**src/logic/esfaBench_config.svh**
```systemverilog
`ifndef ESFA_BENCH_CONFIG_SVH
`define ESFA_BENCH_CONFIG_SVH

// Number of elements held by the ESFA store
`define ESFA_DEPTH 16

// Program memory words, one run can visit each once
`define PROG_DEPTH 64

`define APB_ADDR_WIDTH 8

`endif

```
**src/logic/esfaPkg.sv**
```systemverilog
package esfaPkg;

  //////////////////////////////////////////////////
  // Store data types
  //////////////////////////////////////////////////

  // Element index, only the low bits select within the store
  typedef logic [7:0] esfaIndexT;

  // Value held by one element
  typedef logic [7:0] esfaValueT;

  // Compare value kept in the metadata register
  typedef logic [7:0] esfaMetaT;

endpackage

```
**src/logic/benchPkg.sv**
```systemverilog
package benchPkg;

  //////////////////////////////////////////////////
  // Program and run types
  //////////////////////////////////////////////////

  // Flags in bits 3..0, then newIndex, newValue, metadata, selector
  typedef logic [39:0] programWordT;

  typedef logic [5:0] programAddrT;

  typedef logic [31:0] cycleCountT;

  typedef enum logic {
    stateIdle,
    stateRunning
  } benchStateT;

  //////////////////////////////////////////////////
  // APB register map
  //////////////////////////////////////////////////

  typedef logic [7:0] regOffsetT;

  localparam regOffsetT offCtrl      = 8'h00;
  localparam regOffsetT offStatus    = 8'h04;
  localparam regOffsetT offCycles    = 8'h08;
  localparam regOffsetT offProgAddr  = 8'h0C;
  localparam regOffsetT offProgLo    = 8'h10;
  localparam regOffsetT offProgHi    = 8'h14;
  localparam regOffsetT offLastValue = 8'h18;

endpackage

```
**src/logic/esfaStore.sv**
```systemverilog
`timescale 1ns/100ps

`include "esfaBench_config.svh"

module esfaStore (
  input  logic              clk,
  input  logic              reset,
  input  logic              storeClear,
  input  logic              storeWrite,
  input  logic              isMetadata,
  input  esfaPkg::esfaIndexT newIndex,
  input  esfaPkg::esfaValueT newValue,
  input  esfaPkg::esfaMetaT  metadata,
  input  esfaPkg::esfaIndexT selector,
  output logic              resultBool,
  output esfaPkg::esfaValueT resultValue
);

  localparam int IndexBits = $clog2(`ESFA_DEPTH);

  esfaPkg::esfaValueT elements [`ESFA_DEPTH];
  esfaPkg::esfaMetaT  metaReg;

  logic [IndexBits-1:0] writeSlot;
  logic [IndexBits-1:0] readSlot;

  // Indices wrap modulo the store depth
  assign writeSlot = newIndex[IndexBits-1:0];
  assign readSlot  = selector[IndexBits-1:0];

  //////////////////////////////////////////////////
  // Mutations
  //////////////////////////////////////////////////

  always_ff @(posedge clk) begin
    if (!reset || storeClear) begin
      metaReg <= '0;
      for (int i = 0; i < `ESFA_DEPTH; i++) begin
        elements[i] <= '0;
      end
    end else if (storeWrite) begin
      if (isMetadata) begin
        metaReg <= metadata;
      end else begin
        elements[writeSlot] <= newValue;
      end
    end
  end

  //////////////////////////////////////////////////
  // Query
  //////////////////////////////////////////////////

  assign resultValue = elements[readSlot];

  // Selected element matches the metadata register
  assign resultBool = (resultValue == metaReg);

endmodule

```
**src/logic/programMemory.sv**
```systemverilog
`timescale 1ns/100ps

`include "esfaBench_config.svh"

module programMemory (
  input  logic                  clk,
  input  logic                  progWrite,
  input  benchPkg::programAddrT progWAddr,
  input  benchPkg::programWordT progWData,
  input  benchPkg::programAddrT progRAddr,
  output benchPkg::programWordT progRData
);

  // Contents only come from APB loading
  benchPkg::programWordT words [`PROG_DEPTH];

  always_ff @(posedge clk) begin
    if (progWrite) begin
      words[progWAddr] <= progWData;
    end
  end

  // Sequencer sees the word in the same cycle
  assign progRData = words[progRAddr];

endmodule

```
**src/logic/benchSequencer.sv**
```systemverilog
`timescale 1ns/100ps

module benchSequencer (
  input  logic                  clk,
  input  logic                  reset,
  input  logic                  doRun,
  output benchPkg::programAddrT progRAddr,
  input  benchPkg::programWordT progRData,
  output logic                  storeClear,
  output logic                  storeWrite,
  output logic                  isMetadata,
  output esfaPkg::esfaIndexT    newIndex,
  output esfaPkg::esfaValueT    newValue,
  output esfaPkg::esfaMetaT     metadata,
  output esfaPkg::esfaIndexT    selector,
  input  logic                  resultBool,
  input  esfaPkg::esfaValueT    resultValue,
  output logic                  isRunning,
  output logic                  wasSuccessful,
  output logic                  done,
  output benchPkg::cycleCountT  cycleCount,
  output esfaPkg::esfaValueT    lastValue
);

  benchPkg::benchStateT  state;
  benchPkg::programAddrT addr;

  logic isMutating;
  logic expectedResultBool;
  logic endOfProgram;
  logic executeWord;
  logic mismatch;
  logic lastAddr;

  //////////////////////////////////////////////////
  // Word decode
  //////////////////////////////////////////////////

  assign isMutating         = progRData[0];
  assign expectedResultBool = progRData[1];
  assign endOfProgram       = progRData[2];
  assign isMetadata         = progRData[3];
  assign newIndex           = progRData[15:8];
  assign newValue           = progRData[23:16];
  assign metadata           = progRData[31:24];
  assign selector           = progRData[39:32];

  assign isRunning   = (state == benchPkg::stateRunning);
  // End word is never executed
  assign executeWord = isRunning && !endOfProgram;
  assign mismatch    = executeWord && !isMutating && (resultBool != expectedResultBool);
  assign lastAddr    = (addr == '1);

  // Store is emptied on the same edge the run starts
  assign storeClear = (state == benchPkg::stateIdle) && doRun;
  assign storeWrite = executeWord && isMutating;
  assign progRAddr  = addr;

  //////////////////////////////////////////////////
  // Run control
  //////////////////////////////////////////////////

  always_ff @(posedge clk) begin
    if (!reset) begin
      state         <= benchPkg::stateIdle;
      addr          <= '0;
      cycleCount    <= '0;
      wasSuccessful <= 1'b1;
      done          <= 1'b0;
      lastValue     <= '0;
    end else begin
      case (state)
        benchPkg::stateIdle: begin
          if (doRun) begin
            state         <= benchPkg::stateRunning;
            addr          <= '0;
            cycleCount    <= '0;
            wasSuccessful <= 1'b1;
            done          <= 1'b0;
          end
        end
        benchPkg::stateRunning: begin
          if (endOfProgram) begin
            state <= benchPkg::stateIdle;
            done  <= 1'b1;
          end else begin
            addr       <= addr + 1'b1;
            cycleCount <= cycleCount + 1'b1;
            if (!isMutating) begin
              lastValue <= resultValue;
            end
            // Failing word still counts
            if (mismatch) begin
              wasSuccessful <= 1'b0;
              state         <= benchPkg::stateIdle;
              done          <= 1'b1;
            end else if (lastAddr) begin
              state <= benchPkg::stateIdle;
              done  <= 1'b1;
            end
          end
        end
        default: state <= benchPkg::stateIdle;
      endcase
    end
  end

endmodule

```
**src/logic/benchApbRegs.sv**
```systemverilog
`timescale 1ns/100ps

`include "esfaBench_config.svh"

module benchApbRegs (
  input  logic                       clk,
  input  logic                       reset,
  input  logic                       pSel,
  input  logic                       pEnable,
  input  logic                       pWrite,
  input  logic [`APB_ADDR_WIDTH-1:0] pAddr,
  input  logic [31:0]                pWData,
  output logic [31:0]                pRData,
  output logic                       pReady,
  output logic                       pSlvErr,
  output logic                       doRun,
  output logic                       progWrite,
  output benchPkg::programAddrT      progWAddr,
  output benchPkg::programWordT      progWData,
  input  logic                       isRunning,
  input  logic                       wasSuccessful,
  input  logic                       done,
  input  benchPkg::cycleCountT       cycleCount,
  input  esfaPkg::esfaValueT         lastValue
);

  benchPkg::regOffsetT   offset;
  benchPkg::programAddrT loadAddr;
  logic [31:0]           progLo;

  logic access;
  logic isMapped;
  logic isReadOnly;
  logic isProgReg;
  logic writeOk;

  //////////////////////////////////////////////////
  // Decode and error rules
  //////////////////////////////////////////////////

  assign offset = benchPkg::regOffsetT'(pAddr);
  assign access = pSel && pEnable;

  always_comb begin
    isMapped   = 1'b1;
    isReadOnly = 1'b0;
    isProgReg  = 1'b0;
    case (offset)
      benchPkg::offCtrl: ;
      benchPkg::offStatus,
      benchPkg::offCycles,
      benchPkg::offLastValue: isReadOnly = 1'b1;
      benchPkg::offProgAddr,
      benchPkg::offProgLo,
      benchPkg::offProgHi: isProgReg = 1'b1;
      default: isMapped = 1'b0;
    endcase
  end

  // No wait states
  assign pReady = 1'b1;

  assign pSlvErr = access && (!isMapped ||
                              (pWrite && isReadOnly) ||
                              (pWrite && isProgReg && isRunning));

  assign writeOk = access && pWrite && !pSlvErr;

  //////////////////////////////////////////////////
  // Control and loading
  //////////////////////////////////////////////////

  always_ff @(posedge clk) begin
    if (!reset) begin
      doRun     <= 1'b0;
      progWrite <= 1'b0;
      loadAddr  <= '0;
    end else begin
      doRun     <= writeOk && (offset == benchPkg::offCtrl) && pWData[0];
      progWrite <= writeOk && (offset == benchPkg::offProgHi);
      if (writeOk && (offset == benchPkg::offProgAddr)) begin
        loadAddr <= benchPkg::programAddrT'(pWData);
      end else if (writeOk && (offset == benchPkg::offProgHi)) begin
        // Auto increment for back to back loading
        if (loadAddr == benchPkg::programAddrT'(`PROG_DEPTH - 1)) begin
          loadAddr <= '0;
        end else begin
          loadAddr <= loadAddr + 1'b1;
        end
      end
    end
  end

  // Staged word and write address
  always_ff @(posedge clk) begin
    if (writeOk && (offset == benchPkg::offProgLo)) begin
      progLo <= pWData;
    end
    if (writeOk && (offset == benchPkg::offProgHi)) begin
      progWAddr <= loadAddr;
      progWData <= {pWData[7:0], progLo};
    end
  end

  //////////////////////////////////////////////////
  // Read mux
  //////////////////////////////////////////////////

  always_comb begin
    pRData = '0;
    case (offset)
      benchPkg::offStatus:    pRData = {29'd0, done, wasSuccessful, isRunning};
      benchPkg::offCycles:    pRData = cycleCount;
      benchPkg::offProgAddr:  pRData = {26'd0, loadAddr};
      benchPkg::offProgLo:    pRData = progLo;
      benchPkg::offProgHi:    pRData = {24'd0, progWData[39:32]};
      benchPkg::offLastValue: pRData = {24'd0, lastValue};
      default:                pRData = '0;
    endcase
  end

endmodule

```
**src/logic/esfaBenchTop.sv**
```systemverilog
`timescale 1ns/100ps

`include "esfaBench_config.svh"

module esfaBenchTop (
  input  logic                       clk,
  input  logic                       reset,
  input  logic                       pSel,
  input  logic                       pEnable,
  input  logic                       pWrite,
  input  logic [`APB_ADDR_WIDTH-1:0] pAddr,
  input  logic [31:0]                pWData,
  output logic [31:0]                pRData,
  output logic                       pReady,
  output logic                       pSlvErr
);

  logic                  doRun;
  logic                  progWrite;
  benchPkg::programAddrT progWAddr;
  benchPkg::programWordT progWData;
  benchPkg::programAddrT progRAddr;
  benchPkg::programWordT progRData;

  logic                 storeClear;
  logic                 storeWrite;
  logic                 isMetadata;
  esfaPkg::esfaIndexT   newIndex;
  esfaPkg::esfaValueT   newValue;
  esfaPkg::esfaMetaT    metadata;
  esfaPkg::esfaIndexT   selector;
  logic                 resultBool;
  esfaPkg::esfaValueT   resultValue;

  logic                 isRunning;
  logic                 wasSuccessful;
  logic                 done;
  benchPkg::cycleCountT cycleCount;
  esfaPkg::esfaValueT   lastValue;

  benchApbRegs i_apbRegs (
    .clk, .reset,
    .pSel, .pEnable, .pWrite, .pAddr, .pWData, .pRData, .pReady, .pSlvErr,
    .doRun, .progWrite, .progWAddr, .progWData,
    .isRunning, .wasSuccessful, .done, .cycleCount, .lastValue
  );

  programMemory i_programMemory (
    .clk, .progWrite, .progWAddr, .progWData, .progRAddr, .progRData
  );

  benchSequencer i_sequencer (
    .clk, .reset, .doRun, .progRAddr, .progRData,
    .storeClear, .storeWrite, .isMetadata, .newIndex, .newValue, .metadata, .selector,
    .resultBool, .resultValue,
    .isRunning, .wasSuccessful, .done, .cycleCount, .lastValue
  );

  esfaStore i_store (
    .clk, .reset, .storeClear, .storeWrite, .isMetadata,
    .newIndex, .newValue, .metadata, .selector, .resultBool, .resultValue
  );

endmodule

```
**config.mk**
```make
export PLATFORM = sky130hd
export DESIGN_NAME = esfaBenchTop
export DESIGN_NICKNAME = d
export VERILOG_FILES = /design/src/logic/esfaPkg.sv /design/src/logic/benchPkg.sv /design/src/logic/esfaStore.sv /design/src/logic/programMemory.sv /design/src/logic/benchSequencer.sv /design/src/logic/benchApbRegs.sv /design/src/logic/esfaBenchTop.sv
export VERILOG_INCLUDE_DIRS = /design/src /design/src/logic
export SDC_FILE = /design/constraint.sdc
export NUM_CORES = 2
export LEC_CHECK = 0
export BUFFER_PORTS_ARGS = -buffer_cell sky130_fd_sc_hd__buf_2
export CORE_ASPECT_RATIO = 0.7
export CORE_MARGIN = 2
export CORE_UTILIZATION = 60
export DETAILED_ROUTE_END_ITERATION = 6
export GPL_ROUTABILITY_DRIVEN = 0
export PLACE_DENSITY_LB_ADDON = 0.12
export SLEW_MARGIN = 0
export SYNTH_ARGS = -nofsm -noshare
export SYNTH_HDL_FRONTEND = slang
export SYNTH_SLANG_ARGS = --single-unit
export TNS_END_PERCENT = 1
```
**constraint.sdc**
```tcl
create_clock -name clk -period 8.5 [get_ports clk]
set_input_delay 0.85 -clock clk [delete_from_list [all_inputs] [get_ports clk]]
set_output_delay 0.85 -clock clk [all_outputs]
set_load 0.02 [all_outputs]
```
==> run_results.csv <==
group,metric,value,unit
drt,vias,40500,
timing,drv_slew,0,
grt,grt_busiest_layer,"met2",
logic_synthesis,synth_area,80150,µm²
die,core,133000,µm²
final_layout,postLayoutCoreUtil,67.34,%
timing,worst_pin_slew,1.115,ns
clock_network,path_clk_slew,0.06,ns
die,die_area,136600,µm²
logic_synthesis,syn_inst,3788,
clock_network,ctsResizeCount,0,
critical_path,worstSetupPathType,"flop to flop",
grt,grt_max_degree,124,
run_status,violations,"design-rule violations",
grt,use_met1,44.64,%
drt,firstDrtPassIters,7,
hold_path,min_path_type,"input port to flop",
final_layout,final_common_cell,"edfxtp_1",
final_layout,fill_cells,8256,
timing,tns,0,ns
timing,max_clock_freq,0.1630,GHz
die,rows,112,
final_layout,area.sequential,61190,µm²
timing,period_share,72.18,%
clock_network,cts_hold_buf,0,
drt,first_iter_violations,6416,
timing,worst_clock_skew,0.02880,ns
clock_network,htree_num_levels,4,
placed_design,post-dp-hpwl,118300,µm
clock_network,cts.sinks,2061,
die,initial_core_util,60.27,%
pwr,vdd_ir_drop_max,202.3,µV
logic_synthesis,async_flop_share,0,%
final_layout,nets,4033,
logic_synthesis,synth_cell_types,72,
critical_path,end_kind,"flop",
clock_network,insertion_delay,0.83,ns
final_layout,syn_to_final_growth,11.74,%
pwr,p_per_area,218.5,nW/µm²
critical_path,cp_data_required_time,8.97,ns
timing,hold_viol,0,
logic_synthesis,synth-seq-cells,2061,
clock_network,cts_tree,"yes",
timing,slew_headroom,25.45,%
drt,drc,19,
logic_synthesis,syn_nets,3836,
final_layout,final_cell_mix,"edfxtp_1, mux4_2, nor2_1",
timing,setup_violations,0,
final_layout,drive_above_1_share,27.97,%
logic_synthesis,synth-edff-count,1990,
die,die_w,440.9,µm
grt,globalRouteMet3Util,6.176,%
critical_path,startpoint_type,"flop",
placed_design,dp_cells,5567,
clock_network,cts.path.max_buffers,3,
grt,grt_pass1_wl,291100,µm
die,chipHeight,309.8,µm
timing,rsz0062_at_grt,"false",
grt,met2_usage,46.94,%
clock_network,cts_root_buf,"clkbuf_16",
pwr,finalPower,19.57,mW
drt,avgRoutedWirePerCell,34.86,µm
run_status,outcome,"complete, but fails checks",
clock_network,post-cts-setup-buffers,0,
critical_path,arrival,6.61,ns
logic_synthesis,ys.flop_type,"edfxtp_1",
logic_synthesis,synth-seq-area-share,76.33,%
drt,final_antenna_net_count,0,
grt,grt_pass1_vias,39900,
drt,routed_via_density,6.851,
critical_path,critical_path.max_fanout,42,
timing,fin_crit,6.136,ns
logic_synthesis,syn_avg_cell_area,21.16,µm²
clock_network,numCtsBuffers,183,
flow_run,maxCapViolations,0,
pwr,power_leakage,27.45,nW
die,pin_count,79,
final_layout,multi_input_area,18500,µm²
grt,grt_usage,30.73,%
grt,grt_antenna_before_repair,16,
final_layout,final_cells,5912,
grt,overflow,0,
logic_synthesis,yosys_warnings,0,
drt,routed_wl,206100,µm
placed_design,portBuffers,77,
-- synth_stat cells, drive strengths merged, types with 4 or more instances --
cell type | count | area [µm²]
a31oi | 7 | 43.79
a21o | 4 | 30.03
xnor2 | 5 | 43.79
dfxtp | 71 | 1421
mux4 | 545 | 12270
o22a | 6 | 52.55
edfxtp | 1990 | 59760
nand3 | 66 | 330.3
nor2 | 285 | 1085
a221o | 6 | 60.06
inv | 9 | 33.79
clkbuf | 88 | 331.6
o211ai | 4 | 30.03
nor3 | 8 | 40.04
a21oi | 52 | 260.3
a222oi | 6 | 60.06
xor2 | 11 | 96.34
a22oi | 38 | 285.3
buf | 111 | 614.3
mux2i | 81 | 810.8
a221oi | 7 | 61.31
a22o | 32 | 280.3
nand3b | 6 | 45.04
nor2b | 18 | 112.6
or3 | 9 | 56.30
o21ai | 40 | 200.2
nand4 | 15 | 106.4
a211oi | 11 | 82.58
and3 | 20 | 125.1
mux2 | 28 | 322.8
or2 | 6 | 37.54
nand2b | 5 | 38.78
and2 | 14 | 87.59
nand2 | 140 | 548.0
-- final timing paths --
check                                               startpoint                              endpoint  slack [ns]  depth (start not counted)
worst min register to register  i_apbRegs.progLo[27]$_DFFE_PP_     i_apbRegs.progWData[27]$_DFFE_PP_        0.45                          0
worst max-delay path                                      flop  i_store.elements[7][6]$_SDFFCE_PN0P_        2.36                         11
worst min-delay path                                pWData[10]        i_apbRegs.progLo[10]$_DFFE_PP_        0.21                          1
worst max register to register                            flop  i_store.elements[7][6]$_SDFFCE_PN0P_        2.36                         11
-- cell type report --
type / count / area share, %
flip-flops and latches: 2061 / 68.33
multi-input cells: 1519 / 20.65
clock buffers: 224 / 5.541
well taps: 1767 / 2.469
repair buffers: 211 / 1.623
clock inverters: 116 / 1.333
inverters: 9 / 0.03772
diodes: 5 / 0.01397
-- routing by layer --
metal / part of all wire [%] / vias to the layer above
li1: - / 16160
met1: 39 / 21430
met5: 0.013 / -
met4: 3.8 / 4
met2: 47 / 2548
met3: 11 / 361
-- state kept, by name, summed over array words and instances (netlist names), named ones only --
| register | cells |
|---|---|
| i_apbRegs.progLo | 32 |
| i_apbRegs.loadAddr | 6 |
| i_sequencer.isRunning | 1 |
| i_store.elements | 128 |
| i_programMemory.words | 1792 |
| i_sequencer.wasSuccessful | 1 |
| i_sequencer.lastValue | 8 |
| i_store.metaReg | 8 |
| i_apbRegs.progWAddr | 6 |
| i_sequencer.done | 1 |
| i_apbRegs.progWrite | 1 |
| i_sequencer.cycleCount | 32 |
| i_apbRegs.progWData | 32 |
| i_apbRegs.doRun | 1 |
| i_sequencer.progRAddr | 6 |
-- through the flow --
step           hold slack [ns]  area (µm²)  setup slack [ns]
6_report                0.2064       89560             2.364
4_1_cts                 0.1524       89550             2.388
3_5_place_dp            0.4413       83390             2.414
2_1_floorplan           0.4262       80150             2.443
5_1_grt                 0.1916       89550             2.194
3_3_place_gp            0.4386       83390             2.519
-- critical path, stage by stage, from the launching register on --
cell and delay, ns:
dfxtp_4 0.87, buf_12 0.42, buf_4 0.55, mux4_2 0.59, mux4_2 0.46, nor2b_1 0.14, a211oi_1 0.72, a31oi_1 0.38
nor4_1 0.65, and2_1 0.43, nand2_2 0.19, nand2_1 0.33
-- kinds of logic (layout without fill, tap and decap cells) --
| family | after synthesis | count (layout) | synth area share [%] |
|---|---|---|---|
| simple gates | 607 | 607 | 3.422 |
| flops | 2061 | 2061 | 76.33 |
| other cells | 1 | 6 | 0.004679 |
| buf+inv | 208 | 560 | 1.222 |
| mux | 654 | 654 | 16.73 |
| fa+ha+maj | 3 | 3 | 0.04684 |
| xor+xnor | 16 | 16 | 0.1748 |
| compound gates | 238 | 238 | 2.073 |
-- report_power, final --
part           switching (mW)  internal (mW)
Clock                    3.65           4.85
Sequential             0.0124           11.0
Combinational          0.0432         0.0190
No activity file was read; power rests on OpenSTA's default activity.
